## src/verilog/mipsIsaPkg.sv

```systemverilog
`default_nettype none

package mipsIsaPkg;

	typedef logic [31:0] word_t; // Data word
	typedef logic [4:0] regIndex_t; // Register number

	typedef struct packed {
		regIndex_t rd;
		logic [4:0] shamt;
		logic [5:0] funct;
	} rFields_t; // Low half of an R-type word

	typedef union packed {
		rFields_t r;
		logic [15:0] imm; // Immediate shares the R-type bits
	} lowFields_t;

	typedef struct packed {
		logic [5:0] opcode;
		regIndex_t rs;
		regIndex_t rt;
		lowFields_t low;
	} instr_t;

	//////////////////////////////
	// Opcodes
	//////////////////////////////
	localparam logic [5:0] opSpecial = 6'h00; // R-type
	localparam logic [5:0] opAddi = 6'h08;
	localparam logic [5:0] opSlti = 6'h0A;
	localparam logic [5:0] opAndi = 6'h0C;
	localparam logic [5:0] opOri = 6'h0D;
	localparam logic [5:0] opXori = 6'h0E;
	localparam logic [5:0] opLui = 6'h0F;
	localparam logic [5:0] opLw = 6'h23;
	localparam logic [5:0] opSb = 6'h28;
	localparam logic [5:0] opSw = 6'h2B;

	//////////////////////////////
	// Funct codes
	//////////////////////////////
	localparam logic [5:0] functSll = 6'h00;
	localparam logic [5:0] functSrl = 6'h02;
	localparam logic [5:0] functSra = 6'h03;
	localparam logic [5:0] functAdd = 6'h20;
	localparam logic [5:0] functSub = 6'h22;
	localparam logic [5:0] functAnd = 6'h24;
	localparam logic [5:0] functOr = 6'h25;
	localparam logic [5:0] functXor = 6'h26;
	localparam logic [5:0] functNor = 6'h27;
	localparam logic [5:0] functSlt = 6'h2A;
	localparam logic [5:0] functSltu = 6'h2B;

	typedef enum logic [3:0] {
		aluAdd, aluSub, aluAnd, aluOr, aluXor, aluNor,
		aluSlt, aluSltu, aluSll, aluSrl, aluSra, aluLui
	} aluOp_t;

endpackage

`default_nettype wire
```

## src/verilog/mipsMachinePkg.sv

```systemverilog
`default_nettype none

package mipsMachinePkg;

	//////////////////////////////
	// Memory geometry
	//////////////////////////////
	localparam int addrWidth = 9; // 512 bytes
	localparam int laneCount = 4; // Bytes per word
	localparam int laneBits = $clog2(laneCount); // Byte offset bits
	localparam int bankDepth = 128; // Words per bank
	localparam int bankIndexWidth = $clog2(bankDepth);
	localparam int memLatency = 2; // Request to memDone

	typedef logic [addrWidth-1:0] byteAddr_t;
	typedef logic [bankIndexWidth-1:0] bankIndex_t;
	typedef logic [7:0] byte_t;
	// Bit laneCount-1 enables lane 0, the most significant byte
	typedef logic [laneCount-1:0] laneMask_t;

	typedef struct packed {
		logic valid;
		logic write;
		laneMask_t byteEnable;
		byteAddr_t address;
		mipsIsaPkg::word_t data;
	} memRequest_t;

	typedef struct packed {
		logic irLoad; // Capture instruction on memDone
		logic pcAdvance; // PC + 4, also selects PC as address
		logic mdrLoad; // Capture load data on memDone
		logic memRequest;
		logic memWrite;
		logic byteStore; // sb instead of sw
		logic regWrite;
		logic regFromMem; // Writeback from MDR
		logic aluSrcImm;
		logic immZeroExt; // andi, ori, xori
		logic destRt; // I-type destination
		mipsIsaPkg::aluOp_t aluOp;
	} ctrl_t;

	typedef enum logic [2:0] {
		stIdle, stFetch, stFetchWait, stDecode,
		stExecute, stMemWait, stWriteBack, stHalted
	} ctrlState_t;

	typedef struct packed {
		logic valid;
		mipsIsaPkg::regIndex_t destination;
		mipsIsaPkg::word_t value;
	} retire_t;

	typedef struct packed {
		logic valid;
		byteAddr_t address;
		mipsIsaPkg::word_t data;
		laneMask_t byteEnable;
	} store_t;

endpackage

`default_nettype wire

```

## src/verilog/byteBank.sv

```systemverilog
`timescale 1ns/1ps
`default_nettype none

module byteBank (
	input logic CLK,
	input logic write,
	input mipsMachinePkg::bankIndex_t index,
	input mipsMachinePkg::byte_t writeByte,
	output mipsMachinePkg::byte_t readByte
);
	import mipsMachinePkg::*;

	byte_t mem [bankDepth];

	always_ff @(posedge CLK) begin
		if (write) mem[index] <= writeByte;
		readByte <= mem[index]; // Registered read, old data on a write
	end

endmodule

`default_nettype wire

```

## config.mk

```make
export PLATFORM = sky130hd
export DESIGN_NAME = byteBank
export DESIGN_NICKNAME = d
export VERILOG_FILES = /design/src/verilog/mipsIsaPkg.sv /design/src/verilog/mipsMachinePkg.sv /design/src/verilog/byteBank.sv
export SDC_FILE = /design/constraint.sdc
export NUM_CORES = 1
export LEC_CHECK = 0
export BUFFER_PORTS_ARGS = -buffer_cell sky130_fd_sc_hd__buf_4
export CAP_MARGIN = 10
export CORE_ASPECT_RATIO = 0.75
export CORE_MARGIN = 1.5
export CORE_UTILIZATION = 50
export CTS_CLUSTER_DIAMETER = 30
export DETAILED_ROUTE_END_ITERATION = 12
export PLACE_DENSITY_LB_ADDON = 0.05
export SETUP_SLACK_MARGIN = 0.02
export SLEW_MARGIN = 25
export SYNTH_ARGS = -nofsm -noshare
export SYNTH_HDL_FRONTEND = slang
export SYNTH_SLANG_ARGS = --single-unit
```

## constraint.sdc

```tcl
create_clock -name CLK -period 2.3 [get_ports CLK]
set_input_delay 0.23 -clock CLK [delete_from_list [all_inputs] [get_ports CLK]]
set_output_delay 0.23 -clock CLK [all_outputs]
set_load 0.03 [all_outputs]
```

Yosys cells after proc, flatten, opt, wreduce, memory -nomap -nowiden --
Memory sizes are Yosys's and may differ from the RTL's. A register that Yosys moved wholly into a read port is not among the register bits. Cells that the tools add are included.
Word-level totals: word-level logic and storage cells 3, flip-flop bits (word level) 0, output and inout port bits 8, memories 1, input port bits 17, memory bits (writable) 1024
Memory list:
- mem | words 128, width 8, rd ports 1, clocked after Yosys merged registers in 1, write ports 1, line byteBank.sv:13 | byte_t mem [bankDepth];
Operators by class: mux-type cells 2
Operator list (number):
- $mux 1 | 2

Logic depth before layout (Yosys ltp) --
depth in word-level cells 2, gate-level depth with buffers 11, mapped depth without buffers 7

Worst setup path after synthesis --
No wires, ideal clock.
kind input to register, start point in index[2], end point mem mem[72][0] (netlist name) (enable), path buffers 7, arrival 2.128 ns, cell stages on the path 8, required time 1.905 ns, library setup time 0.395 ns, slack -0.223 ns, path through buf_6 > buf_6 > buf_6 > buf_6 > buf_2 > buf_2 > buf_2 > nor4_1
RTL lines:
- start: declaration | line byteBank.sv:7 | input mipsMachinePkg::bankIndex_t index,
- end: declaration | line byteBank.sv:13
Straight into the memory's write port.

==> impl_results.md <==
* Crit path max fanout at 1
* First-pass GRT wire length at 185000 um
* Status: finished clean
* RSZ-0062 raised after global routing: yes
* Final setup viols at 0
* R2R depth at 8
* Clock-pin slew on the worst setup and hold paths at 0.05 ns
* FF-to-FF End: readByte[1]$_DFF_P_
* Hold Crit Class: in2reg
* Vias in the first global route at 25.9k
* Sequential cell area at 30900 um^2
* CTS buffer count at 161
* Clock Skews at 0.0178 ns
* Total track usage at 31.5%
* GPL Wtd Cong at 0.895
* Nets at 2989
* Antenna violations before repair at 1
* Port Buffers at 24
* Synth Area in Compound Gates at 12.5%
* Largest net degree at the start of global routing at 129
* Gr ovfl total at 0
* Vias/cell at 6.31
* Post-synthesis adder-cell area fraction at 0%
* Core area at 80300 um^2
* Max-slew violations at 0
* Yosys warns at 0
* Fin crit period at 2.27 ns
* Worst setup SP type: flip-flop
* Relative slew margins at 40.8%
* Leakage at 17.5 nW
* Area contributors post-synth: edfxtp_1 (76%), a221oi_1 (4.8%), nor2_1 (2.2%), mux2_2 (1.7%), a21oi_1 (1.5%)
* I/O pin count at 25
* Seq cells post-synth at 1032
* Largest family of logic cells by synthesized area: compound AO/OA/AOI/OAI gates
* Initial DRC count at 3254
* Post-Syn Area at 40400 um^2
* Reg2Reg Setup Slack at 0.03 ns
* FP Rows at 90
* Worst slew pin tran at 0.888 ns
* CTS tree: done
* # H-tree levels at 4
* Xor/xnor share of the synthesized area at 0%
* Crit end category: flip-flop
* Clock tree buffer depth at 3
* Avg WL per Cell at 31.1 um
* Synth Instances at 2475
* Total power at 48.3 mW
* Hold EP: readByte[2]$_DFF_P_
* Die X at 331 um
* EDFF count, synth at 1024
* Top_reg_cell synth: edfxtp_1
* Die footprint at 82600 um^2
* Clk root buf: clkbuf_16
* Clk sink count at 1032
* Fill count at 5767
* Period utilization at 98.9%
* Fmax achieved at 440 MHz
* Layout overhead on the synthesized area at 26.3%
* First-pass detailed-route iteration total at 8
* Fraction of layout cells with a size suffix above 1 at 28.4%
* Post-synthesis mux area share at 3.94%
* PwrDens at 947 nW/um^2
* MaxCap Viol Count at 0
* Arrival @ worst endpoint at 2.85 ns
* Syn Nets at 2492
* HP Start: index[3]
* Synth top area share at 76.0%
* DRC viols at 0
* Sequential-to-total area share from yosys stat at 76.4%
* Fin. Hold Viols at 0
* Maximum VDD drop at 658 uV
* Hold path cells at 4
* Die Ht at 249 um
* Count of cell types in the netlist at 66
* Clk_lat worst skew at 0.73 ns
* Synth Area in Simple Gates at 4.47%
* WL final at 130000 um
* Routed vias at 26.3k
* CP required at 2.88 ns
* Synthesized area per cell at 16.3 um^2
* HPWL Detailed at 84600 um
* RR Startpoint: mem[35][1]$_DFFE_PP_
* Area of the multi-input gates at 8540 um^2
* Kind of critical path: reg2reg
* Asr flop ratio synth at 0%
* Yosys top cell by area: edfxtp_1
* Final ANT Viol Nets at 0
* Starting Density at 50.4%
* Final hold slack at 0.0948 ns
worst max path at each step:
stage | start | end | slack (ns) | depth (start not counted)
floorplan | index[2] | mem[72][0]$_DFFE_PP_ | -0.22 | 8
CTS | mem[94][5]$_DFFE_PP_ | readByte[5]$_DFF_P_ | 0.05 | 6
finish | mem[35][1]$_DFFE_PP_ | readByte[1]$_DFF_P_ | 0.03 | 8
global placement | index[2] | readByte[1]$_DFF_P_ | -0.79 | 11
global route | mem[123][1]$_DFFE_PP_ | readByte[1]$_DFF_P_ | 0.005 | 6
detailed placement | index[2] | readByte[1]$_DFF_P_ | -0.84 | 11
metal layers:
layer	up-vias	routed length (um)	GRT usage, %	part of all wire, %
li1	11200	-	-	-
met1	13400	54000	44.9	42
met2	1506	56800	45.9	44
met3	230	14800	10.0	11
met4	2	3820	10.9	3.0
met5	-	13	0	0.010
area by class of cell:
class                           count  area share, %
Timing Repair Buffer              529           9.30
Sequential cell                  1032           60.5
Tap cell                         1058           2.59
Multi-Input combinational cell   1244           16.7
Clock buffer                      183           8.22
Antenna cell                        1        0.00490
Clock inverter                    116           2.58
Inverter                            4         0.0343
registers in the layout, summed over array words and instances, names as in the netlist:
register / flops
mem: 1024
readByte: 8
cells by family (layout without fill, tap and decap cells):
family                 Yosys count  after routing
DFF                           1032           1032
muxes                          137            137
and+or+nand+nor                427            427
AOI/OAI and AO/OA              680            680
other                            0              1
buffers and inverters          199            832
synth_stat cells (5+ instances only):
| library cell | n |
|---|---|
| mux4_2 | 11 |
| nand4_1 | 9 |
| nor2b_1 | 12 |
| o22ai_1 | 24 |
| nand3_1 | 17 |
| buf_1 | 11 |
| a22o_1 | 41 |
| a21oi_1 | 125 |
| o211ai_1 | 11 |
| clkbuf_1 | 72 |
| buf_4 | 9 |
| buf_2 | 80 |
| nand2b_1 | 8 |
| edfxtp_1 | 1024 |
| o22a_1 | 11 |
| mux2_2 | 60 |
| nor3_1 | 16 |
| nor2_1 | 240 |
| nand2_1 | 102 |
| o221ai_1 | 17 |
| a211oi_1 | 8 |
| a22oi_1 | 73 |
| a221oi_1 | 220 |
| o31ai_1 | 6 |
| dfxtp_1 | 8 |
| and2_1 | 5 |
| o21ai_0 | 80 |
| buf_6 | 23 |
| mux2i_1 | 61 |
| a221o_1 | 20 |
power by group:
part / total (mW) / internal [mW] / switching, mW
Clock: 24.5 / 15.6 / 8.86
Combinational: 3.02 / 1.08 / 1.94
Sequential: 20.9 / 20.8 / 0.0737
layout by cell type (no fill, tap or decap), drive strengths merged, types with 18 or more instances in the layout:
cell type,Yosys,routed
edfxtp,1024,1024
buf,123,520
nor2,241,241
a221oi,223,223
clkbuf,72,184
a21oi,125,125
nand2,102,102
o21ai,81,81
a22oi,74,74
mux2,65,65
mux2i,61,61
clkinv,0,57
a22o,41,41
inv,4,25
o22ai,24,24
bufinv,0,21
a221o,20,20
o221ai,18,18
stage by stage:
stage	area, um^2	setup slack, ns	TNS, ns	util, %	std cells
after floorplan	40400	-0.223	-5.62	-	2475
after global placement	45400	-0.793	-3.47	56.6	3859
after detailed placement	45400	-0.840	-3.57	56.6	3859
after CTS	51000	0.0491	0	63.6	4166
after global routing	51100	0.00482	0	63.6	4166
final	51100	0.0264	0	63.6	4167
critical path, cell delays in order, from the launching register on:
cell and delay (ns):
edfxtp_1 0.36, mux2_2 0.29, a22oi_1 0.16, o21ai_0 0.13, a21oi_2 0.30, a2111oi_0 0.18
buf_4 0.18, nor3_2 0.37, nand3_1 0.16
repair_timing:
item,CTS,global route
pin swaps,0,1
hold buffers,8,0
hold endpoints to repair,82,0
endpoints found under the setup margin,2,5
gates resized for setup,4,6
buffers inserted,0,0
Note: power is estimated with default switching activity, not from simulation.
