--- src/verilog/mipsIsaPkg.sv ---
`default_nettype none

package mipsIsaPkg;

	typedef logic [31:0] word_t; // Data word
	typedef logic [4:0] regIndex_t; // Register number

	typedef struct packed {
		regIndex_t rd;
		logic [4:0] shamt;
		logic [5:0] funct;
	} rFields_t; // Low half of an R-type word

	typedef union packed {
		rFields_t r;
		logic [15:0] imm; // Immediate shares the R-type bits
	} lowFields_t;

	typedef struct packed {
		logic [5:0] opcode;
		regIndex_t rs;
		regIndex_t rt;
		lowFields_t low;
	} instr_t;

	//////////////////////////////
	// Opcodes
	//////////////////////////////
	localparam logic [5:0] opSpecial = 6'h00; // R-type
	localparam logic [5:0] opAddi = 6'h08;
	localparam logic [5:0] opSlti = 6'h0A;
	localparam logic [5:0] opAndi = 6'h0C;
	localparam logic [5:0] opOri = 6'h0D;
	localparam logic [5:0] opXori = 6'h0E;
	localparam logic [5:0] opLui = 6'h0F;
	localparam logic [5:0] opLw = 6'h23;
	localparam logic [5:0] opSb = 6'h28;
	localparam logic [5:0] opSw = 6'h2B;

	//////////////////////////////
	// Funct codes
	//////////////////////////////
	localparam logic [5:0] functSll = 6'h00;
	localparam logic [5:0] functSrl = 6'h02;
	localparam logic [5:0] functSra = 6'h03;
	localparam logic [5:0] functAdd = 6'h20;
	localparam logic [5:0] functSub = 6'h22;
	localparam logic [5:0] functAnd = 6'h24;
	localparam logic [5:0] functOr = 6'h25;
	localparam logic [5:0] functXor = 6'h26;
	localparam logic [5:0] functNor = 6'h27;
	localparam logic [5:0] functSlt = 6'h2A;
	localparam logic [5:0] functSltu = 6'h2B;

	typedef enum logic [3:0] {
		aluAdd, aluSub, aluAnd, aluOr, aluXor, aluNor,
		aluSlt, aluSltu, aluSll, aluSrl, aluSra, aluLui
	} aluOp_t;

endpackage

`default_nettype wire
--- src/verilog/mipsMachinePkg.sv ---
`default_nettype none

package mipsMachinePkg;

	//////////////////////////////
	// Memory geometry
	//////////////////////////////
	localparam int addrWidth = 9; // 512 bytes
	localparam int laneCount = 4; // Bytes per word
	localparam int laneBits = $clog2(laneCount); // Byte offset bits
	localparam int bankDepth = 128; // Words per bank
	localparam int bankIndexWidth = $clog2(bankDepth);
	localparam int memLatency = 2; // Request to memDone

	typedef logic [addrWidth-1:0] byteAddr_t;
	typedef logic [bankIndexWidth-1:0] bankIndex_t;
	typedef logic [7:0] byte_t;
	// Bit laneCount-1 enables lane 0, the most significant byte
	typedef logic [laneCount-1:0] laneMask_t;

	typedef struct packed {
		logic valid;
		logic write;
		laneMask_t byteEnable;
		byteAddr_t address;
		mipsIsaPkg::word_t data;
	} memRequest_t;

	typedef struct packed {
		logic irLoad; // Capture instruction on memDone
		logic pcAdvance; // PC + 4, also selects PC as address
		logic mdrLoad; // Capture load data on memDone
		logic memRequest;
		logic memWrite;
		logic byteStore; // sb instead of sw
		logic regWrite;
		logic regFromMem; // Writeback from MDR
		logic aluSrcImm;
		logic immZeroExt; // andi, ori, xori
		logic destRt; // I-type destination
		mipsIsaPkg::aluOp_t aluOp;
	} ctrl_t;

	typedef enum logic [2:0] {
		stIdle, stFetch, stFetchWait, stDecode,
		stExecute, stMemWait, stWriteBack, stHalted
	} ctrlState_t;

	typedef struct packed {
		logic valid;
		mipsIsaPkg::regIndex_t destination;
		mipsIsaPkg::word_t value;
	} retire_t;

	typedef struct packed {
		logic valid;
		byteAddr_t address;
		mipsIsaPkg::word_t data;
		laneMask_t byteEnable;
	} store_t;

endpackage

`default_nettype wire

--- src/verilog/memoryPort.sv ---
`timescale 1ns/1ps
`default_nettype none

module memoryPort (
	input logic CLK,
	input logic reset,
	input logic loadWrite,
	input mipsMachinePkg::byteAddr_t loadAddress,
	input mipsIsaPkg::word_t loadData,
	input mipsMachinePkg::memRequest_t request,
	output logic [mipsMachinePkg::laneCount-1:0] laneWrite,
	output mipsMachinePkg::bankIndex_t laneIndex,
	output mipsMachinePkg::byte_t laneData [mipsMachinePkg::laneCount],
	output logic memDone
);
	import mipsIsaPkg::*;
	import mipsMachinePkg::*;

	logic accepted; // Datapath request taken this cycle
	laneMask_t enable; // Word byte order
	word_t writeWord;
	bankIndex_t heldIndex; // Keeps the bank read pointed at the request
	logic [memLatency-1:0] doneShift;

	assign accepted = request.valid && !loadWrite; // Load port first

	always_comb begin
		if (loadWrite) begin
			enable = '1;
			writeWord = loadData;
			laneIndex = loadAddress[addrWidth-1:laneBits];
		end else if (request.valid) begin
			enable = request.write ? request.byteEnable : '0;
			writeWord = request.data;
			laneIndex = request.address[addrWidth-1:laneBits];
		end else begin
			enable = '0;
			writeWord = request.data;
			laneIndex = heldIndex;
		end
	end

	always_comb begin
		for (int lane = 0; lane < laneCount; lane++) begin
			laneWrite[lane] = enable[laneCount-1-lane]; // Lane 0 is the top bit
			laneData[lane] = writeWord[8*(laneCount-1-lane) +: 8];
		end
	end

	always_ff @(posedge CLK) begin
		if (accepted) heldIndex <= laneIndex;
	end

	//////////////////////////////
	// Completion timing
	//////////////////////////////
	always_ff @(posedge CLK) begin
		if (reset) begin
			doneShift <= '0;
		end else begin
			doneShift <= {doneShift[memLatency-2:0], accepted};
		end
	end

	assign memDone = doneShift[memLatency-1];

endmodule

`default_nettype wire

--- config.mk ---
export PLATFORM = sky130hd
export DESIGN_NAME = memoryPort
export DESIGN_NICKNAME = d
export VERILOG_FILES = /design/src/verilog/mipsIsaPkg.sv /design/src/verilog/mipsMachinePkg.sv /design/src/verilog/memoryPort.sv
export SDC_FILE = /design/constraint.sdc
export NUM_CORES = 1
export LEC_CHECK = 0
export BUFFER_PORTS_ARGS = -buffer_cell sky130_fd_sc_hd__buf_2
export CAP_MARGIN = 5
export CORE_ASPECT_RATIO = 0.75
export CORE_UTILIZATION = 30
export CTS_BUF_LIST = sky130_fd_sc_hd__clkbuf_16
export DETAILED_ROUTE_END_ITERATION = 8
export PLACE_DENSITY = 0.79
export SYNTH_ARGS = -nofsm -noshare
export SYNTH_HDL_FRONTEND = slang
export SYNTH_SLANG_ARGS = --single-unit
--- constraint.sdc ---
create_clock -name CLK -period 1.95 [get_ports CLK]
set_clock_uncertainty 0.05 [all_clocks]
set_input_delay 0.195 -clock CLK [delete_from_list [all_inputs] [get_ports CLK]]
set_output_delay 0.195 -clock CLK [all_outputs]
set_load 0.01 [all_outputs]
# Word level (Yosys, flattened, before mapping)
# Index checks and enable logic that the tools add are counted.
[word_totals]
register_bits = 9
output_inout_bits = 44
[classes]
reduce_logical = 2
n_mux = 6
[op_table]
columns = ["operator", "n"]
rows = [
  ["32-bit 2-to-1 mux", 1],
  ["7-bit 2-to-1 mux", 2],
  ["4-bit 2-to-1 mux", 3],
  ["1-bit logical AND", 1],
  ["1-bit logical NOT", 1],
]

# Depth between registers and ports, before layout
[logic_depth]
word_depth = 3
mapped_depth = 4
ltp_nobuf = 2

# Least setup slack after synthesis
# No wires, ideal clock.
[synth_timing]
path_type = "in2reg"
startpoint = "in loadWrite"
endpoint = "reg heldIndex[0] (enable)"
t_arrival_ns = 0.692
slack_ns = 0.838
stages = 2
path_cell_list = "buf_6 nor2b_1"
[synth_between]
elab_chain_len = 2
[synth_lines]
columns = ["element", "line_no", "text"]
rows = [
  ["from (decl)", "memoryPort.sv:7", "input logic loadWrite,"],
  ["1-bit logical NOT", "memoryPort.sv:25", "assign accepted = request.valid && !loadWrite;"],
  ["1-bit logical AND", "memoryPort.sv:25", ""],
  ["named net accepted", "memoryPort.sv:19", "logic accepted;"],
  ["to (signal assigned)", "memoryPort.sv:51", "if (accepted) heldIndex <= laneIndex;"],
  ["to (decl)", "memoryPort.sv:22", "bankIndex_t heldIndex;"],
]
# The timed path passes the listed nets, and every way through them passes these cells.
# A chain may end at the register's enable or synchronous reset.

==> run_results.csv <==
group,metric,value,unit
power,vdd_ir_drop_max,0.704,mV
critical_path,cp_max_fo,23,
clocking,clockBufferDepth,2,
timing,rsz0062_at_grt,"false",
hold_path,min-delay-start,"reset",
routing,routedWlPerCell,12.7,microns
critical_path,cp.required,1.70,ns
die,initial_core_util,0.325,
placed_design,dp_hpwl,2.79,mm
die,core_area,3040,sq um
grt,grt_usage,0.163,
clocking,cts_resized,0,
routing,route.detailed.drc,0,
placed_design,portBuffers,130,
power,p_switching,229,uW
timing,hold_viol_final,0,
die,dieWidth,68.3,microns
timing,max_slew_margin,0.762,
timing,max_freq,735,MHz
yosys,syn_area_per_cell,13.0,sq um
finish,antenna_cells,0,
yosys,netlist-cell-type-count,10,
routing,wl,3.10,mm
power,power_density,530,nW/um^2
clocking,cts_max_level,1,
clocking,cts_setup_buffers,0,
yosys,ys_seq_elements,9,
hold_path,hold_class,"input port to flip-flop",
critical_path,startpoint_type,"input port",
critical_path,r2r_start,"heldIndex[5]$_DFFE_PP_",
grt,grt_pass1_wl,4.32,mm
finish,drive_gt1_frac,0.841,
die,die_h,51.7,microns
clocking,worstSkewPairLatency,0.23,ns
yosys,syn_area,988,sq um
clocking,cts_root_buf,"clkbuf_16",
routing,viasPerCell,4.49,
hold_path,hold_depth,2,
clocking,clock-sinks,9,
placed_design,place.gp.congestion,0.624,
yosys,synth_warnings,0,
routing,detail-route-antenna-nets,0,
yosys,synth.net_count,167,
hold_path,hold_end,"doneShift[1]$_SDFF_PP0_",
critical_path,reg2reg_to,"heldIndex[5]$_DFFE_PP_",
routing,vias,1099,
clocking,cts_tree,"done",
clocking,numCtsBuffers,3,
power,p_leak,0.00101,uW
grt,grt_pass1_vias,989,
timing,min_period,1.36,ns
power,clkPwrFrac,0.383,
critical_path,arrival,1.12,ns
timing,worst_slew_pin_slew,0.356,ns
routing,drt_iter0_drc,21,
job,drv_cap,0,
timing,timing.hold.ws,0.0809,ns
finish,syn2layout_area_growth,77.0,%
critical_path,worst-setup-path-type,"input port to output port",
die,rows,17,
critical_path,r2r_setup_slack,1.03,ns
power,comb_power_share,0.378,
power,seqPwrFrac,0.239,
timing,fin_crit_sh,0.698,
clocking,clk_pin_slew,0.04,ns
grt,antenna_found_initial,0,
power,p_int,698,uW
clocking,cts_hold_buf,0,
grt,grt_max_degree,24,
critical_path,r2r_cells,2,
power,switching_share,0.247,
die,dieArea,3530,sq um
critical_path,worst_setup_path_end_kind,"output port",
timing,final_max_slew_viol_count,0,
grt,grt.overflow.total,0,
routing,drt_first_pass_iters,4,
finish,nets,299,
yosys,synth.area.top_cells,"mux2_4 49%, edfxtp_1 21%, mux2i_1 7.1%",
yosys,synth_top_area_share,0.486,
yosys,syn_inst,76,
status,outcome,"completed",
timing,timing.setup.tns,0,ns
yosys,synth_top_area_cell,"mux2_4",
timing,setup_viol,0,
die,pin_count,135,
yosys,ys_seq_area_frac,0.253,
cell families (layout without fill, tap and decap cells):
| group | after synthesis | in the layout | synth area share |
|---|---|---|---|
| mux | 39 | 39 | 0.557 |
| flops | 9 | 9 | 0.253 |
| compound gates | 11 | 11 | 0.0709 |
| simple gates | 10 | 10 | 0.0456 |
| buf+inv | 7 | 138 | 0.0734 |
layout make-up:
type                    instances  area (sq um)
clock buffers                   3          75.1
clock inverters                 1          5.00
fillers                       299          1290
multi-input cells              60           666
flip-flops and latches          9           250
well taps                      38          47.5
repair buffers                134           706
registers in the layout, summed over array words and instances, names as in the netlist:
signal / cells
heldIndex: 7
doneShift: 2
layout by cell type (no fill, tap or decap):
master and instances:
a31o_2 4, buf_12 2, buf_2 130, buf_4 2, clkbuf_16 3, clkinv_2 1, dfxtp_1 2, edfxtp_1 7
mux2_4 32, mux2i_1 7, nand2_1 7, nor2b_1 3, o21ai_0 7
power groups by stage:
stage | Clock (uW) | Combinational, uW | Sequential (uW)
final | 355 | 350 | 221
after global routing | 379 | 382 | 222
after CTS | 364 | 355 | 221
after detailed placement | 0 | 355 | 224
after global placement | 0 | 348 | 224
after floorplan | 0 | 192 | 224
metrics by stage:
step           utilization  total power (uW)  area (sq um)  worst slack, ns  instances
5_1_grt              0.575               983          1750            0.548        245
2_1_floorplan            -               416           988            0.838         76
6_report             0.575               927          1750            0.589        245
3_3_place_gp         0.549               573          1670            0.579        241
3_5_place_dp         0.549               579          1670            0.573        241
4_1_cts              0.575               941          1750            0.573        245
synthesized netlist by cell type:
master and number:
dfxtp_1 2, nor2b_1 3, mux2_4 32, a31o_2 4, mux2i_1 7, buf_6 6, buf_2 1, nand2_1 7
edfxtp_1 7, o21ai_0 7
how the worst max path moves through the flow:
stage / start / end / slack [ns] / cells after the start
global route: loadWrite / laneData[7] / 0.55 / 4
finish: loadWrite / laneData[3] / 0.59 / 4
global placement: loadWrite / laneData[0] / 0.58 / 4
detailed placement: loadWrite / laneData[0] / 0.57 / 4
floorplan: loadWrite / heldIndex[0]$_DFFE_PP_ / 0.84 / 2
CTS: loadWrite / laneData[0] / 0.57 / 4
critical path, cell delays in order:
cell,delay (ns)
buf_2,0.23
buf_12,0.23
mux2_4,0.32
buf_2,0.14
layer usage:
metal | share of wire | vias up | GRT usage
met5 | 0 | - | 0
met4 | 0.0064 | 0 | 0.0347
met3 | 0.077 | 4 | 0.0395
met2 | 0.54 | 49 | 0.309
met1 | 0.38 | 500 | 0.180
li1 | - | 546 | -
No activity file was read; power rests on OpenSTA's default activity.
