===== config.mk =====
export PLATFORM = sky130hd
export DESIGN_NAME = mipsController
export DESIGN_NICKNAME = d
export VERILOG_FILES = /design/src/verilog/mipsIsaPkg.sv /design/src/verilog/mipsMachinePkg.sv /design/src/verilog/mipsController.sv
export SDC_FILE = /design/constraint.sdc
export NUM_CORES = 1
export LEC_CHECK = 0
export BUFFER_PORTS_ARGS = -buffer_cell sky130_fd_sc_hd__buf_2
export CAP_MARGIN = 25
export CORE_MARGIN = 10
export CORE_UTILIZATION = 40
export CTS_CLUSTER_DIAMETER = 200
export CTS_CLUSTER_SIZE = 40
export DETAILED_ROUTE_END_ITERATION = 8
export GPL_TIMING_DRIVEN = 1
export PLACE_DENSITY = 0.84
export SYNTH_ARGS = -nofsm -noshare
export SYNTH_HDL_FRONTEND = slang
export SYNTH_SLANG_ARGS = --single-unit

===== constraint.sdc =====
create_clock -name CLK -period 1.3 [get_ports CLK]
set_input_delay 0.065 -clock CLK [delete_from_list [all_inputs] [get_ports CLK]]
set_output_delay 0.065 -clock CLK [all_outputs]
set_load 0.005 [all_outputs]

===== src/verilog/mipsIsaPkg.sv =====
`default_nettype none

package mipsIsaPkg;

	typedef logic [31:0] word_t; // Data word
	typedef logic [4:0] regIndex_t; // Register number

	typedef struct packed {
		regIndex_t rd;
		logic [4:0] shamt;
		logic [5:0] funct;
	} rFields_t; // Low half of an R-type word

	typedef union packed {
		rFields_t r;
		logic [15:0] imm; // Immediate shares the R-type bits
	} lowFields_t;

	typedef struct packed {
		logic [5:0] opcode;
		regIndex_t rs;
		regIndex_t rt;
		lowFields_t low;
	} instr_t;

	//////////////////////////////
	// Opcodes
	//////////////////////////////
	localparam logic [5:0] opSpecial = 6'h00; // R-type
	localparam logic [5:0] opAddi = 6'h08;
	localparam logic [5:0] opSlti = 6'h0A;
	localparam logic [5:0] opAndi = 6'h0C;
	localparam logic [5:0] opOri = 6'h0D;
	localparam logic [5:0] opXori = 6'h0E;
	localparam logic [5:0] opLui = 6'h0F;
	localparam logic [5:0] opLw = 6'h23;
	localparam logic [5:0] opSb = 6'h28;
	localparam logic [5:0] opSw = 6'h2B;

	//////////////////////////////
	// Funct codes
	//////////////////////////////
	localparam logic [5:0] functSll = 6'h00;
	localparam logic [5:0] functSrl = 6'h02;
	localparam logic [5:0] functSra = 6'h03;
	localparam logic [5:0] functAdd = 6'h20;
	localparam logic [5:0] functSub = 6'h22;
	localparam logic [5:0] functAnd = 6'h24;
	localparam logic [5:0] functOr = 6'h25;
	localparam logic [5:0] functXor = 6'h26;
	localparam logic [5:0] functNor = 6'h27;
	localparam logic [5:0] functSlt = 6'h2A;
	localparam logic [5:0] functSltu = 6'h2B;

	typedef enum logic [3:0] {
		aluAdd, aluSub, aluAnd, aluOr, aluXor, aluNor,
		aluSlt, aluSltu, aluSll, aluSrl, aluSra, aluLui
	} aluOp_t;

endpackage

`default_nettype wire

===== src/verilog/mipsMachinePkg.sv =====
`default_nettype none

package mipsMachinePkg;

	//////////////////////////////
	// Memory geometry
	//////////////////////////////
	localparam int addrWidth = 9; // 512 bytes
	localparam int laneCount = 4; // Bytes per word
	localparam int laneBits = $clog2(laneCount); // Byte offset bits
	localparam int bankDepth = 128; // Words per bank
	localparam int bankIndexWidth = $clog2(bankDepth);
	localparam int memLatency = 2; // Request to memDone

	typedef logic [addrWidth-1:0] byteAddr_t;
	typedef logic [bankIndexWidth-1:0] bankIndex_t;
	typedef logic [7:0] byte_t;
	// Bit laneCount-1 enables lane 0, the most significant byte
	typedef logic [laneCount-1:0] laneMask_t;

	typedef struct packed {
		logic valid;
		logic write;
		laneMask_t byteEnable;
		byteAddr_t address;
		mipsIsaPkg::word_t data;
	} memRequest_t;

	typedef struct packed {
		logic irLoad; // Capture instruction on memDone
		logic pcAdvance; // PC + 4, also selects PC as address
		logic mdrLoad; // Capture load data on memDone
		logic memRequest;
		logic memWrite;
		logic byteStore; // sb instead of sw
		logic regWrite;
		logic regFromMem; // Writeback from MDR
		logic aluSrcImm;
		logic immZeroExt; // andi, ori, xori
		logic destRt; // I-type destination
		mipsIsaPkg::aluOp_t aluOp;
	} ctrl_t;

	typedef enum logic [2:0] {
		stIdle, stFetch, stFetchWait, stDecode,
		stExecute, stMemWait, stWriteBack, stHalted
	} ctrlState_t;

	typedef struct packed {
		logic valid;
		mipsIsaPkg::regIndex_t destination;
		mipsIsaPkg::word_t value;
	} retire_t;

	typedef struct packed {
		logic valid;
		byteAddr_t address;
		mipsIsaPkg::word_t data;
		laneMask_t byteEnable;
	} store_t;

endpackage

`default_nettype wire


===== src/verilog/mipsController.sv =====
`timescale 1ns/1ps
`default_nettype none

module mipsController (
	input logic CLK,
	input logic reset,
	input logic start,
	input mipsIsaPkg::instr_t instruction,
	input logic memDone,
	output mipsMachinePkg::ctrl_t ctrl,
	output logic halted
);
	import mipsIsaPkg::*;
	import mipsMachinePkg::*;

	ctrlState_t state, nextState;
	aluOp_t decAluOp, aluOp; // Combinational and held decode
	logic decImm, decZero, decRt, decLoad, decStore, decByte, decLegal;
	logic useImm, zeroExt, useRt, isLoad, isStore, isByte;

	//////////////////////////////
	// Instruction decode
	//////////////////////////////
	always_comb begin
		decAluOp = aluAdd; // Loads and stores compute their own address
		decImm = 1'b1;
		decZero = 1'b0;
		decRt = 1'b1;
		decLoad = 1'b0;
		decStore = 1'b0;
		decByte = 1'b0;
		decLegal = 1'b1;
		case (instruction.opcode)
			opSpecial: begin
				decImm = 1'b0;
				decRt = 1'b0; // Writes rd
				case (instruction.low.r.funct)
					functAdd: decAluOp = aluAdd;
					functSub: decAluOp = aluSub;
					functAnd: decAluOp = aluAnd;
					functOr: decAluOp = aluOr;
					functXor: decAluOp = aluXor;
					functNor: decAluOp = aluNor;
					functSlt: decAluOp = aluSlt;
					functSltu: decAluOp = aluSltu;
					functSll: decAluOp = aluSll;
					functSrl: decAluOp = aluSrl;
					functSra: decAluOp = aluSra;
					default: decLegal = 1'b0; // Unknown funct halts too
				endcase
			end
			opAddi: decAluOp = aluAdd;
			opSlti: decAluOp = aluSlt;
			opAndi: begin
				decAluOp = aluAnd;
				decZero = 1'b1;
			end
			opOri: begin
				decAluOp = aluOr;
				decZero = 1'b1;
			end
			opXori: begin
				decAluOp = aluXor;
				decZero = 1'b1;
			end
			opLui: decAluOp = aluLui;
			opLw: decLoad = 1'b1;
			opSw: decStore = 1'b1;
			opSb: begin
				decStore = 1'b1;
				decByte = 1'b1;
			end
			default: decLegal = 1'b0;
		endcase
	end

	always_ff @(posedge CLK) begin
		if (reset) begin
			aluOp <= aluAdd;
			{useImm, zeroExt, useRt, isLoad, isStore, isByte} <= '0;
		end else if (state == stDecode) begin // Held for the later states
			aluOp <= decAluOp;
			{useImm, zeroExt, useRt} <= {decImm, decZero, decRt};
			{isLoad, isStore, isByte} <= {decLoad, decStore, decByte};
		end
	end

	//////////////////////////////
	// State machine
	//////////////////////////////
	always_ff @(posedge CLK) begin
		if (reset) begin
			state <= stIdle;
		end else begin
			state <= nextState;
		end
	end

	always_comb begin
		nextState = state;
		case (state)
			stIdle: if (start) nextState = stFetch;
			stFetch: nextState = stFetchWait;
			stFetchWait: if (memDone) nextState = stDecode;
			stDecode: nextState = decLegal ? stExecute : stHalted;
			stExecute: nextState = (isLoad || isStore) ? stMemWait : stWriteBack;
			stMemWait: if (memDone) nextState = isLoad ? stWriteBack : stFetch;
			stWriteBack: nextState = stFetch;
			default: nextState = stHalted; // Held until reset
		endcase
	end

	always_comb begin
		ctrl = '0;
		case (state)
			stFetch: begin
				ctrl.memRequest = 1'b1;
				ctrl.pcAdvance = 1'b1;
			end
			stFetchWait: ctrl.irLoad = 1'b1;
			stExecute: begin
				ctrl.memRequest = isLoad || isStore;
				ctrl.memWrite = isStore;
				ctrl.byteStore = isByte;
			end
			stMemWait: ctrl.mdrLoad = isLoad;
			stWriteBack: begin
				ctrl.regWrite = 1'b1;
				ctrl.regFromMem = isLoad;
			end
			default: ;
		endcase
		if (state inside {stExecute, stMemWait, stWriteBack}) begin // Operand controls
			ctrl.aluSrcImm = useImm;
			ctrl.immZeroExt = zeroExt;
			ctrl.destRt = useRt;
			ctrl.aluOp = aluOp;
		end
	end

	assign halted = (state == stHalted);

endmodule

`default_nettype wire


* Yosys cells after proc, flatten, opt, wreduce, memory -nomap -nowiden
Cells that the tools add are included.
** Word-level totals
- Register bits :: 12
- Input bits :: 36
- Output and inout bits :: 16
- Logic and storage cells :: 69
** Operators by class
- Eq/ne operators :: 29
- Mux-type cells :: 23
- Reductions and logical operators :: 10
** Operators by type and width (number)
- == test 6 bit (second input constant) :: 11
- case mux 4 bit (10 select lines) :: 1
- == test 6 x 4 -> 1 bit (second input constant) :: 6
- case mux 4 bit (6 select lines) :: 1
- case mux 3 bit (7 select lines) :: 1
- == test 3 bit (second input constant) :: 4
- == test 6 x 2 -> 1 bit (second input constant) :: 2
- zero test 6 bit :: 2
- two-way mux 3 bit :: 4
- OR reduction 11 bit :: 1
- two-way mux 1 bit :: 9
- OR reduction 9 bit :: 1
- two-way mux 2 bit :: 4
- two-way mux 7 bit :: 1
- == test 3 x 2 -> 1 bit (second input constant) :: 2
- != test 2 bit (second input constant) :: 3
- case mux 1 bit (2 select lines) :: 2
- == test 3 x 1 -> 1 bit (second input constant) :: 1
- zero test 3 bit :: 1
- AND reduction 3 bit :: 1
- nonzero test 3 bit :: 1
- OR reduction 3 bit :: 1
- OR reduction 2 bit :: 1
- logical OR 1 bit :: 1

* Longest topological paths before layout
- Depth in word-level cells :: 6
- Depth in mapped cells :: 5
- Mapped depth without buffers :: 4

* Least setup slack after synthesis
OpenSTA, ideal clock, no wires.
- Path type :: register to register
- Start :: reg state[1]
- End :: reg state[1]
- Stages on the path, launching flop included :: 5
- Path slack :: 0.073 ns
- Setup time :: 0.133 ns
- Path buffers :: 0
- Required time :: 1.167 ns
- Arrival time :: 1.095 ns
- Clock period less this slack :: 1.227 ns
- Cells stage by stage :: dfxtp_1 and4bb_2 a21oi_1 o221a_1 o32ai_1
** On the way
- Longest elaborated chain between the ends :: 3
- Elaborated cells between the ends (all ways) :: 12
- Classes of those cells :: eq/ne: 9; mux: 1; reduce/logical: 2
** Ends and longest elaborated chain
- from (decl) :: line mipsController.sv:16 : ctrlState_t state, nextState;
- from (signal assigned) :: line mipsController.sv:93 : state <= stIdle;
- from (signal assigned) :: line mipsController.sv:95 : state <= nextState;
- == test 3 x 2 -> 1 bit (tied with other cells) :: line mipsController.sv:101 : case (state)
- != test 2 bit (no line)
- AND reduction 3 bit (no line)
Several ways; a longest one is shown, not always the timed one.
A chain may end at the register's enable or synchronous reset.

==> impl_metrics.csv <==
group,metric,value,unit
power,p_total,1826,uW
power,vdd_drop_max,0.0008120,V
logic_synthesis,synthArstFlopShare,0,%
place,dpl_cell_area,1296,um^2
setup_path,cp.buffers_inverters,2,
clocking,cts-root-buf,"clkbuf_4",
logic_synthesis,ys_types,48,
global_route,grtUsageTotal,10.69,%
floorplan,die_w,70.77,um
detailed_routing,wl,2.895,mm
global_route,grt_max_degree,13,
power,power_leakage,0.0006320,uW
floorplan,die_y,70.77,um
logic_synthesis,ys_seq_elements,12,
sta,maxSlewViolCount,0,
sta,hold_slack,133.1,ps
logic_synthesis,synth-main-ff-cell,"dfxtp_1",
sta,maxSlewHeadroom,73.39,%
clocking,cts_made_buffers,3,
global_route,grt-ovfl-total,0,
setup_path,startpoint,"state[0]$_SDFFE_PP0P_",
finish,diodes,0,
detailed_routing,drc,0,
sta,rsz0062_at_grt,"true",
floorplan,core_area,2477,um^2
setup_path,path_delay_family,"flip-flops",
global_route,grt_pass1_wl,4.726,mm
setup_path,crit_arrival,1230,ps
clocking,clock-sinks,12,
setup_path,crit_type,"reg2out",
setup_path,crit_fanout,7,
setup_path,crit_chain,"buf_4, nand2_2, and3_1, buf_2",
job,cap_violations,0,
logic_synthesis,synth-warning-count,0,
power,power_density,1279,nW/um^2
place,io_buffer_count,31,
sta,report.final.hold_viol_count,0,
min_path,hp-start,"reset",
global_route,antenna_found_initial,0,
setup_path,cp_slowest_stage_delay,380,ps
detailed_routing,postRouteAntennaNets,0,
logic_synthesis,ys_seq_area_share,23.30,%
setup_path,r2r-start,"state[2]$_SDFFE_PP0P_",
detailed_routing,wl_per_cell,13.53,um
detailed_routing,drt_first_pass_iters,4,
finish,drive_above_1_share,42.39,%
finish,finalNonFillerCells,214,
floorplan,fp-row-count,18,
floorplan,start_util,41.62,%
floorplan,dieArea,5008,um^2
setup_path,critPathSlowestCell,"dfxtp_4",
place,hpwlAfterDp,2.293,mm
setup_path,crit_path_end_kind,"output port",
status,status,"complete, no violations",
setup_path,start_kind,"flop",
place,dp_cells,208,
clocking,clkLatencyLatePin,270,ps
place,place.gp.congestion,0.8213,
detailed_routing,viasPerCell,5.505,
sta,fin_worst_skew,7.662,ps
sta,finalCriticalPeriod,1299,ps
finish,final_util,57.63,%
logic_synthesis,syn_avg_cell_area,7.471,um^2
clocking,cts_buffer_depth,2,
sta,fin_crit_sh,99.91,%
min_path,hold_class,"in2reg",
clocking,clk_pin_slew,80,ps
clocking,htree_levels,1,
finish,fin_area,1428,um^2
detailed_routing,dr_total_vias,1178,
finish,syn_to_final_growth,38.47,%
sta,clock.fmax,0.7700,GHz
logic_synthesis,synth-edff-count,0,
sta,setup_violations,0,
floorplan,ios,52,
logic_synthesis,syn_inst,138,
detailed_routing,initialDrtViolationCount,84,
finish,nets,221,
logic_synthesis,syn_area,1031,um^2
logic_synthesis,syn-num-nets,174,
sta,tightest_slew,394.0,ps
setup_path,crit_required,1240,ps
clocking,hold_buffers,0,
clocking,tritoncts,"done",
global_route,grt_pass1_vias,1094,
## metrics by stage
stage / worst slack, ps / TNS [ps]
final: 1.229 / 0
after global routing: -79.34 / -500.9
after CTS: -4.968 / -10.77
after detailed placement: -22.89 / -40.48
after global placement: -12.45 / -12.45
after floorplan: 72.61 / 0
## power by group
part	switching [uW]	total [uW]	internal, uW	leakage [uW]
clock	115	285	170	0.0000210
sequential	83.0	532	449	0.0000999
combinational	493	1010	516	0.000511
total	691	1830	1140	0.000632
## registers in the layout, indices dropped and copies added, names as in the netlist
| name | flops |
|---|---|
| state | 3 |
| isStore | 1 |
| useRt | 1 |
| zeroExt | 1 |
| isByte | 1 |
| isLoad | 1 |
| aluOp | 4 |
## synth_stat cells (2+ instances only)
cell type	instances	share of area (%)
nor2_1	21	7.6
nand2_1	13	4.7
dfxtp_1	12	23
a21oi_1	11	5.3
and3_1	6	3.6
nand2b_1	6	3.6
and2_1	5	3.0
nand3b_1	5	3.6
o21ai_0	5	2.4
nor3_1	4	1.9
inv_1	3	1.1
nor2b_1	3	1.8
a22oi_1	2	1.5
a31oi_1	2	1.2
a32oi_1	2	1.7
and4bb_2	2	2.4
buf_2	2	0.97
buf_6	2	2.2
clkbuf_1	2	0.73
o21ai_1	2	0.97
## worst reg2reg max path, delay by kind of cell (launching register included)
family | cells | cell delay, ps
AND/OR/NAND/NOR | 1 | 220
buffers and inverters | 1 | 120
AO/OA/AOI/OAI | 3 | 450
flip-flops | 1 | 370
## layer usage
metal | track usage [%] | vias up | routed length, um
li1 | - | 593 | -
met3 | 2.232 | 4 | 163
met1 | 13.29 | 541 | 1302
met4 | 5.161 | 0 | 46
met5 | 0 | - | 0
met2 | 17.01 | 40 | 1382
## timing repair
action / CTS / global route
endpoints found under the hold margin: 0 / 0
resized for setup: 13 / 12
pin swaps: 3 / 5
setup buffers: 1 / 3
setup endpoints to repair: 17 / 16
## logic make-up (layout without fill, tap and decap cells)
group                     Yosys count  after routing  synth area share [%]
AOI/OAI and AO/OA                  36             36                 24.03
xor gates and xnor gates            2              2                 1.699
buffers and inverters              10             56                 5.704
DFF                                12             12                 23.30
muxes                               1              1                0.9709
and+or+nand+nor                    77             77                 44.30
## layout make-up
class                      instances  area, um^2
clock buffer                       4       36.28
timing repair buffer              49       305.3
multi-input combinational        116       782.0
sequential                        12       252.7
fill                             256        1050
inverter                           3       13.76
tap                               30       37.54
## worst paths after layout
check,end,slack (ps),cells after the start
hold reg to reg,aluOp[3]$_SDFFE_PP0P_,450,2
setup reg to reg,state[1]$_SDFFE_PP0P_,1,5
setup / recovery,ctrl[6],1,4
hold / removal,useRt$_SDFFE_PP0P_,130,2
## cell usage in the layout (no fill, tap or decap), drive strengths merged, types with 5 or more instances in the layout
cell,count
and3,6
a21oi,12
nand3b,6
nor2,21
nand2,13
o21ai,7
nand2b,6
and2,5
buf,49
dfxtp,12
Power figures use the tool's default switching activity.
