<file path="config.mk">
export PLATFORM = sky130hd
export DESIGN_NAME = mipsDatapath
export DESIGN_NICKNAME = d
export VERILOG_FILES = /design/src/verilog/mipsIsaPkg.sv /design/src/verilog/mipsMachinePkg.sv /design/src/verilog/mipsDatapath.sv /design/src/verilog/registerFile.sv /design/src/verilog/alu.sv
export SDC_FILE = /design/constraint.sdc
export NUM_CORES = 2
export LEC_CHECK = 0
export BUFFER_PORTS_ARGS = -buffer_cell sky130_fd_sc_hd__buf_4
export CORE_ASPECT_RATIO = 2
export CORE_MARGIN = 5
export CORE_UTILIZATION = 55
export DETAILED_ROUTE_END_ITERATION = 7
export PLACE_DENSITY = 0.76
export REMOVE_ABC_BUFFERS = 1
export SYNTH_ARGS = -nofsm -noshare
export SYNTH_HDL_FRONTEND = slang
export SYNTH_HIERARCHICAL = 1
export SYNTH_SLANG_ARGS = --single-unit
</file>
<file path="constraint.sdc">
create_clock -name CLK -period 6.8 [get_ports CLK]
set_clock_uncertainty 0.05 [all_clocks]
set_input_delay 1.36 -clock CLK [delete_from_list [all_inputs] [get_ports CLK]]
set_output_delay 1.36 -clock CLK [all_outputs]
set_load 0.01 [all_outputs]
</file>
<file path="src/verilog/mipsIsaPkg.sv">
`default_nettype none

package mipsIsaPkg;

	typedef logic [31:0] word_t; // Data word
	typedef logic [4:0] regIndex_t; // Register number

	typedef struct packed {
		regIndex_t rd;
		logic [4:0] shamt;
		logic [5:0] funct;
	} rFields_t; // Low half of an R-type word

	typedef union packed {
		rFields_t r;
		logic [15:0] imm; // Immediate shares the R-type bits
	} lowFields_t;

	typedef struct packed {
		logic [5:0] opcode;
		regIndex_t rs;
		regIndex_t rt;
		lowFields_t low;
	} instr_t;

	//////////////////////////////
	// Opcodes
	//////////////////////////////
	localparam logic [5:0] opSpecial = 6'h00; // R-type
	localparam logic [5:0] opAddi = 6'h08;
	localparam logic [5:0] opSlti = 6'h0A;
	localparam logic [5:0] opAndi = 6'h0C;
	localparam logic [5:0] opOri = 6'h0D;
	localparam logic [5:0] opXori = 6'h0E;
	localparam logic [5:0] opLui = 6'h0F;
	localparam logic [5:0] opLw = 6'h23;
	localparam logic [5:0] opSb = 6'h28;
	localparam logic [5:0] opSw = 6'h2B;

	//////////////////////////////
	// Funct codes
	//////////////////////////////
	localparam logic [5:0] functSll = 6'h00;
	localparam logic [5:0] functSrl = 6'h02;
	localparam logic [5:0] functSra = 6'h03;
	localparam logic [5:0] functAdd = 6'h20;
	localparam logic [5:0] functSub = 6'h22;
	localparam logic [5:0] functAnd = 6'h24;
	localparam logic [5:0] functOr = 6'h25;
	localparam logic [5:0] functXor = 6'h26;
	localparam logic [5:0] functNor = 6'h27;
	localparam logic [5:0] functSlt = 6'h2A;
	localparam logic [5:0] functSltu = 6'h2B;

	typedef enum logic [3:0] {
		aluAdd, aluSub, aluAnd, aluOr, aluXor, aluNor,
		aluSlt, aluSltu, aluSll, aluSrl, aluSra, aluLui
	} aluOp_t;

endpackage

`default_nettype wire
</file>
<file path="src/verilog/mipsMachinePkg.sv">
`default_nettype none

package mipsMachinePkg;

	//////////////////////////////
	// Memory geometry
	//////////////////////////////
	localparam int addrWidth = 9; // 512 bytes
	localparam int laneCount = 4; // Bytes per word
	localparam int laneBits = $clog2(laneCount); // Byte offset bits
	localparam int bankDepth = 128; // Words per bank
	localparam int bankIndexWidth = $clog2(bankDepth);
	localparam int memLatency = 2; // Request to memDone

	typedef logic [addrWidth-1:0] byteAddr_t;
	typedef logic [bankIndexWidth-1:0] bankIndex_t;
	typedef logic [7:0] byte_t;
	// Bit laneCount-1 enables lane 0, the most significant byte
	typedef logic [laneCount-1:0] laneMask_t;

	typedef struct packed {
		logic valid;
		logic write;
		laneMask_t byteEnable;
		byteAddr_t address;
		mipsIsaPkg::word_t data;
	} memRequest_t;

	typedef struct packed {
		logic irLoad; // Capture instruction on memDone
		logic pcAdvance; // PC + 4, also selects PC as address
		logic mdrLoad; // Capture load data on memDone
		logic memRequest;
		logic memWrite;
		logic byteStore; // sb instead of sw
		logic regWrite;
		logic regFromMem; // Writeback from MDR
		logic aluSrcImm;
		logic immZeroExt; // andi, ori, xori
		logic destRt; // I-type destination
		mipsIsaPkg::aluOp_t aluOp;
	} ctrl_t;

	typedef enum logic [2:0] {
		stIdle, stFetch, stFetchWait, stDecode,
		stExecute, stMemWait, stWriteBack, stHalted
	} ctrlState_t;

	typedef struct packed {
		logic valid;
		mipsIsaPkg::regIndex_t destination;
		mipsIsaPkg::word_t value;
	} retire_t;

	typedef struct packed {
		logic valid;
		byteAddr_t address;
		mipsIsaPkg::word_t data;
		laneMask_t byteEnable;
	} store_t;

endpackage

`default_nettype wire

</file>
<file path="src/verilog/mipsDatapath.sv">
`timescale 1ns/1ps
`default_nettype none

module mipsDatapath (
	input logic CLK,
	input logic reset,
	input mipsMachinePkg::ctrl_t ctrl,
	input mipsMachinePkg::byte_t readLane [mipsMachinePkg::laneCount],
	input logic memDone,
	output mipsIsaPkg::instr_t instruction,
	output mipsMachinePkg::memRequest_t memRequest,
	output mipsMachinePkg::retire_t retire,
	output mipsMachinePkg::store_t store
);
	import mipsIsaPkg::*;
	import mipsMachinePkg::*;

	byteAddr_t pc;
	word_t joined; // Lanes put back together
	word_t mdr;
	word_t dataA, dataB;
	word_t immSigned, immExt, operandB;
	word_t addrSum, aluResult, storeData;
	byteAddr_t dataAddress;
	laneMask_t byteMask;
	regIndex_t destination;

	//////////////////////////////
	// Registers
	//////////////////////////////
	always_ff @(posedge CLK) begin
		if (reset) begin
			pc <= '0;
		end else if (ctrl.pcAdvance) begin
			pc <= pc + byteAddr_t'(laneCount); // Wraps at 512
		end
	end

	always_comb begin
		for (int lane = 0; lane < laneCount; lane++) begin
			joined[8*(laneCount-1-lane) +: 8] = readLane[lane]; // Lane 0 on top
		end
	end

	always_ff @(posedge CLK) begin
		if (ctrl.irLoad && memDone) instruction <= joined;
		if (ctrl.mdrLoad && memDone) mdr <= joined;
	end

	registerFile registerFile_inst (
		.CLK, .reset,
		.readA(instruction.rs), .readB(instruction.rt),
		.dataA, .dataB,
		.write(ctrl.regWrite), .destination, .writeData(retire.value)
	);

	//////////////////////////////
	// Operands and ALU
	//////////////////////////////
	assign immSigned = {{16{instruction.low.imm[15]}}, instruction.low.imm};
	assign immExt = ctrl.immZeroExt ? {16'h0000, instruction.low.imm} : immSigned;
	assign operandB = ctrl.aluSrcImm ? immExt : dataB;

	alu alu_inst (
		.op(ctrl.aluOp), .a(dataA), .b(operandB),
		.shamt(instruction.low.r.shamt), .result(aluResult)
	);

	//////////////////////////////
	// Memory access
	//////////////////////////////
	assign addrSum = dataA + immSigned;
	assign dataAddress = addrSum[addrWidth-1:0]; // Truncated to memory size
	assign byteMask = {1'b1, {(laneCount-1){1'b0}}} >> dataAddress[laneBits-1:0];
	assign storeData = ctrl.byteStore ? {laneCount{dataB[7:0]}} : dataB; // sb copies byte

	always_comb begin
		memRequest.valid = ctrl.memRequest;
		memRequest.write = ctrl.memWrite;
		memRequest.data = storeData;
		if (ctrl.pcAdvance) begin // Fetch
			memRequest.address = pc;
			memRequest.byteEnable = '1;
		end else if (ctrl.byteStore) begin
			memRequest.address = dataAddress;
			memRequest.byteEnable = byteMask;
		end else begin // Word access, aligned
			memRequest.address = {dataAddress[addrWidth-1:laneBits], {laneBits{1'b0}}};
			memRequest.byteEnable = '1;
		end
	end

	assign store.valid = ctrl.memWrite;
	assign store.address = memRequest.address;
	assign store.data = storeData;
	assign store.byteEnable = memRequest.byteEnable;

	//////////////////////////////
	// Writeback
	//////////////////////////////
	assign destination = ctrl.destRt ? instruction.rt : instruction.low.r.rd;
	assign retire.valid = ctrl.regWrite;
	assign retire.destination = destination;
	assign retire.value = ctrl.regFromMem ? mdr : aluResult;

endmodule

`default_nettype wire

</file>
<file path="src/verilog/registerFile.sv">
`timescale 1ns/1ps
`default_nettype none

module registerFile (
	input logic CLK,
	input logic reset,
	input mipsIsaPkg::regIndex_t readA,
	input mipsIsaPkg::regIndex_t readB,
	output mipsIsaPkg::word_t dataA,
	output mipsIsaPkg::word_t dataB,
	input logic write,
	input mipsIsaPkg::regIndex_t destination,
	input mipsIsaPkg::word_t writeData
);
	import mipsIsaPkg::*;

	word_t regs [32];

	always_ff @(posedge CLK) begin
		if (reset) begin
			for (int i = 0; i < 32; i++) regs[i] <= '0;
		end else if (write && destination != '0) begin // r0 stays zero
			regs[destination] <= writeData;
		end
	end

	assign dataA = regs[readA]; // Combinational reads
	assign dataB = regs[readB];

endmodule

`default_nettype wire

</file>
<file path="src/verilog/alu.sv">
`timescale 1ns/1ps
`default_nettype none

module alu (
	input mipsIsaPkg::aluOp_t op,
	input mipsIsaPkg::word_t a,
	input mipsIsaPkg::word_t b,
	input logic [4:0] shamt,
	output mipsIsaPkg::word_t result
);
	import mipsIsaPkg::*;

	always_comb begin
		case (op)
			aluAdd: result = a + b; // Overflow ignored
			aluSub: result = a - b;
			aluAnd: result = a & b;
			aluOr: result = a | b;
			aluXor: result = a ^ b;
			aluNor: result = ~(a | b);
			aluSlt: result = {31'b0, $signed(a) < $signed(b)};
			aluSltu: result = {31'b0, a < b};
			aluSll: result = b << shamt;
			aluSrl: result = b >> shamt;
			aluSra: result = $signed(b) >>> shamt; // Sign bit copied in
			aluLui: result = {b[15:0], 16'h0000};
			default: result = '0;
		endcase
	end

endmodule

`default_nettype wire

</file>
**Word-level counts from Yosys, hierarchy flattened**

Memory sizes are Yosys's and may differ from the RTL's. A register that Yosys moved wholly into a read port is not among the register bits.
Cells that the tools add are included.

- Flip-flop bits (word level): 73
- RAM bits: 1024
- Bits of input ports: 50
- Output and inout bits: 163
- Word-level logic and storage cells: 56
- Memories kept: 1

Memory list:

| name | words | bits a word | rd ports | clocked after Yosys merged registers in | wr ports | line | RTL |
|---|---|---|---|---|---|---|---|
| registerFile_inst.regs | 32 | 32 | 2 | 2 | 32 | registerFile.sv:17 | `word_t regs [32];` |

- Add/sub/neg operators: 4
- Magnitude comparators: 2
- Eq/ne operators: 11
- Shift operators: 4
- Muxes and demuxes: 18
- Bitwise operators: 4
- Reduce and logical (&&, ||, !) cells: 6

Operator list:

| operator | count |
|---|---|
| $pmux W32 S12 | 1 |
| $mux W32 | 5 |
| $lt A32 B32 Y1 | 2 |
| $add A32 B32 Y32 | 1 |
| $and A32 B32 Y32 | 1 |
| $not A32 Y32 | 1 |
| $or A32 B32 Y32 | 1 |
| $reduce_or A32 Y1 | 1 |
| $shl A32 B5 Y32 | 1 |
| $shr A32 B5 Y32 | 1 |
| $sshr A32 B5 Y32 | 1 |
| $sub A32 B32 Y32 | 1 |
| $xor A32 B32 Y32 | 1 |
| $mux W13 | 2 |
| $mux W5 | 4 |
| $eq A4 B3 Y1 const B | 4 |
| $eq A4 B4 Y1 const B | 4 |
| $add A9 B3 Y9 const B | 1 |
| $add A9 B9 Y9 | 1 |
| $eq A4 B2 Y1 const B | 2 |
| $mux W1 | 6 |
| $reduce_bool A5 Y1 | 1 |
| $eq A4 B1 Y1 const B | 1 |
| $logic_not A4 Y1 | 1 |
| 2 further kinds | 4 |

**Depth between registers and ports, before layout**

- Depth in word-level cells: 8
- Gate-level depth with buffers: 25
- Depth with buffers taken out: 20

**Hierarchy**

The synthesis kept the hierarchy.

By module, submodules not included:

| module | instances | cells each | area each (um^2) | sequential area each (um^2) |
|---|---|---|---|---|
| registerFile | 1 | 4605 | 55896.1 | 30749.5 |
| alu | 1 | 1322 | 8979.9 | 0.0 |
| mipsDatapath | 1 | 361 | 4036.4 | 2062.0 |

**Least setup slack after synthesis**

Ideal clock, no wire load.

- Kind: flip-flop to output port
- Start: register, netlist name instruction[17]
- End: output port retire[29] in the netlist's numbering
- Arrival: 4835 ps
- Data required time: 5390 ps
- Setup slack: 555 ps
- Stages on the path, launching flop included: 24
- Path buffers: 4
- Cells stage by stage: edfxtp_1 buf_2 buf_4 buf_4 mux2i_1 a22o_1 nor3_1 a31oi_1 nand3_1 inv_1 o21ai_0 inv_1 ha_1 buf_6 a21oi_4 o21ai_1 a31o_2 a221o_2 a41o_4 a31o_1 a221oi_2 a2111oi_1 a211o_1 mux2_2

RTL lines:

| what | line | RTL |
|---|---|---|
| end: declaration | mipsDatapath.sv:12 | `output mipsMachinePkg::retire_t retire,` |

==> metrics.txt <==
WP data arrival between 6 and 7 ns; Hold Startpoint pc[8]$_SDFFE_PP0P_; nets ~7000; switch share 0.3365; global-route wire length before repair just over 400000 um; VDD IR max around 0.00025 V; IO buf count around 210; Die ar. roughly 0.13 mm2; number of global-route vias before repair between 50000 and 60000; capture point of the worst reg-to-reg path registerFile_inst/regs[18][31]$_SDFFCE_PN0P_; Post-synth EDFFs between 1000 and 1500; vias per cell about 6.7; mux contribution to synthesized area 0.1762; Max transition margin 0.04815; syn_area_per_cell 10.96 um2; number of DRC markers in iteration 0 about 7400; Critical path buffers and inverters 11; failing checks DRC, setup timing; fill count approximately 9500; num ports about 210; worst-margin pin slew about 1.4 ns; total grt overflow 0; RSZ-0062 raised after global routing true; #FFs+latches synth ~1100; worst skew pair latency about 0.75 ns; top cell type's share of synthesized area 0.4741; pin count of the biggest net entering global routing 91; Worst Hold Slack between 0.4 and 0.5 ns; Startpoint Class flop; Hold Vio Cnt, Final 0; status complete, but fails checks; max incr delay on CP between 0.5 and 0.6 ns; post-synthesis xor/xnor area fraction 0.001525; DPL Wire Length about 210000 um; sequential share of power 0.380; post-cts hold buffer count 0; DRC Markers 14; Final Cycle Share 1.133; via count approximately 60000; slowest CP cell a2111o_2; CTS tree done; FMAX roughly 130 MHz; CTS Buf Count 98; Synth Area in Adders 0.02030; Post-Synthesis Cells between 6000 and 7000; R2R depth 30; combinational power share 0.326; CP Class reg2out; synthesis-to-finish area growth 22.09%; largest family of logic cells by synthesized area multiplexers; Cell Int Power ~14 mW; antenna violations before repair 19; H-tree levels 3; Top FF cell, synth edfxtp_1; cell family with most CP delay compound AO/OA/AOI/OAI gates; Crit Path Max Fanout 7; Net Switching around 7 mW; Leak Pwr 35.15 nW; area share of and/or/nand/nor cells after synthesis 0.1580; Chip Height just over 500 um; utilization after layout 0.6767; Final Worst Setup Slack -0.9076 ns; chip width roughly 260 um; deepest clock path buffer count 3; GP Congestion 1.082; post-synthesis sequential area ratio 0.4761; hold crit path type reg2reg; post-synthesis compound-gate area fraction 0.1154; top post-synthesis cells by area edfxtp_1, mux2i_1, and2_1; Critical Path RT around 5.4 ns; Pre-antenna DRT Iters 8; clk slew on worst S/H paths approximately 0.080 ns; Final setup viols 32; # rows about 180; reg2reg setup slack ~0.52 ns; library cells used by synthesis 101; share of layout cells above drive strength 1 0.2601; Hold EP pc[8]$_SDFFE_PP0P_; TNS Setup -16.74 ns; Detail Route Antenna Nets 0; Syn. warnings 6; largest area contributor in the netlist edfxtp_1; final wirelength around 300000 um; Clk pwr share 0.294; Root Driver clkbuf_16; effective utilization at floorplan 0.5543; pwr dens ~250 mW/mm2; post-route minimum period 7.708 ns; Netlist Area Pre-Place 0.06891 mm2; Setup crit end kind output port; WP depth 28; core footprint 0.1243 mm2; maxcap violations 0; Slew Limit Fails 0; Hold Crit Depth 2; DR WL/cell 34.13 um; GRT Overall Usage 0.4317; Async S/R FF share, synth 0; Num Clock Sinks between 1000 and 1500; FF-to-FF Start instruction[17]$_DFFE_PP_
cells in the final DEF, fill, tap and decap left out, types with 25 or more instances in the layout:
cell type | netlist | layout
nor3_1 | 90 | 55
inv_1 | 121 | 98
a21oi_1 | 312 | 290
buf_6 | 16 | 63
clkinv_2 | 0 | 25
nor2_2 | 7 | 31
edfxtp_1 | 1088 | 1088
a22oi_1 | 202 | 194
o21ai_1 | 5 | 25
nor2_1 | 186 | 158
a211oi_1 | 32 | 25
buf_4 | 124 | 1014
mux4_2 | 32 | 32
buf_12 | 0 | 74
mux2i_1 | 1070 | 1045
nand3_1 | 215 | 186
o211ai_1 | 32 | 32
nor3_2 | 1 | 29
a31oi_1 | 79 | 54
and2_1 | 1002 | 999
o21ai_0 | 140 | 101
ha_1 | 107 | 81
or2_2 | 40 | 40
clkbuf_16 | 0 | 103
conb_1 | 1 | 32
nand2_1 | 348 | 344
a22o_1 | 131 | 129
mux2_2 | 61 | 43
power groups by stage:
stage	combinational [mW]	clock [mW]	sequential [mW]
2_1_floorplan	3.24	0	8.14
3_5_place_dp	5.96	0	8.02
4_1_cts	6.32	6.12	7.88
3_3_place_gp	5.93	0	8.00
6_report	6.78	6.11	7.89
5_1_grt	6.97	6.36	7.91
synth_stat cells (9+ instances only):
cell type,n
a211o_1,9
a211oi_1,32
a21o_1,24
a21oi_1,312
a221oi_1,21
a222oi_1,15
a22o_1,131
a22oi_1,202
a31oi_1,79
and2_1,1002
buf_1,36
buf_2,147
buf_4,124
buf_6,16
clkbuf_1,280
clkbuf_2,10
edfxtp_1,1088
ha_1,107
inv_1,121
mux2_2,61
mux2i_1,1070
mux4_2,32
nand2_1,348
nand2b_1,19
nand3_1,215
nand4_1,13
nor2_1,186
nor2b_1,21
nor3_1,90
o2111ai_1,15
o211ai_1,32
o21a_1,13
o21ai_0,140
o21bai_1,14
o22ai_1,16
o31ai_1,14
or2_2,40
or3_1,11
worst min-delay path, stage by stage (launching register included):
cell	delay (ns)
dfxtp_1	0.32
o21ai_0	0.07
a21oi_1	0.06
cells by family after synthesis:
group	Yosys count
and+or+nand+nor	1999
muxes	1165
AOI/OAI and AO/OA	1160
DFF	1095
buffers and inverters	746
adders and majority gates	110
xor gates and xnor gates	12
other	1
layout make-up:
type | instances | area, um2 | share of cell area
multi-input combinational | 4478 | 34620 | 0.4115
sequential | 1095 | 32810 | 0.3900
timing repair buffer | 1186 | 10630 | 0.1263
clock buffer | 106 | 2525 | 0.03001
tap | 1665 | 2083 | 0.02476
clock inverter | 79 | 944.7 | 0.01123
inverter | 126 | 485.5 | 0.005770
antenna | 13 | 32.53 | 0.0003867
per-layer routing:
metal / vias to the layer above / share of wire / GRT usage
met5: - / 0.00025 / 0
met4: 12 / 0.12 / 0.3912
met3: 1483 / 0.096 / 0.1038
met2: 4240 / 0.48 / 0.7323
met1: 28780 / 0.30 / 0.4357
li1: 24470 / - / -
metrics by stage:
stage,cell area (um2),worst slack [ns],power (mW),std cells
after global placement,77270,-1.018,13.93,8472
after global routing,84110,-1.001,21.23,8740
after CTS,82730,-0.8049,20.32,8701
after floorplan,65890,-15.17,11.38,5699
after detailed placement,77270,-1.075,13.98,8472
final,84130,-0.9076,20.78,8748
worst max-delay path by stage:
stage	startpoint	to	slack, ns
finish	instruction[17]$_DFFE_PP_	retire[31]	-0.91
global route	instruction[17]$_DFFE_PP_	retire[23]	-1.00
CTS	instruction[17]$_DFFE_PP_	retire[25]	-0.80
detailed placement	instruction[17]$_DFFE_PP_	retire[31]	-1.08
global placement	instruction[17]$_DFFE_PP_	retire[31]	-1.02
floorplan	instruction[17]$_DFFE_PP_	retire[29]	-15.17
flip-flops by register name, indices dropped and copies added (netlist names):
register                flops
pc                          7
instruction                32
registerFile_inst/regs   1024
mdr                        32
what timing repair did:
item	4_1_cts	5_1_grt
gates cloned	10	4
gates resized for setup	320	225
pin swaps	73	50
buffers inserted	38	29
setup endpoints to repair	55	32
Note: power is estimated with default switching activity, not from simulation.
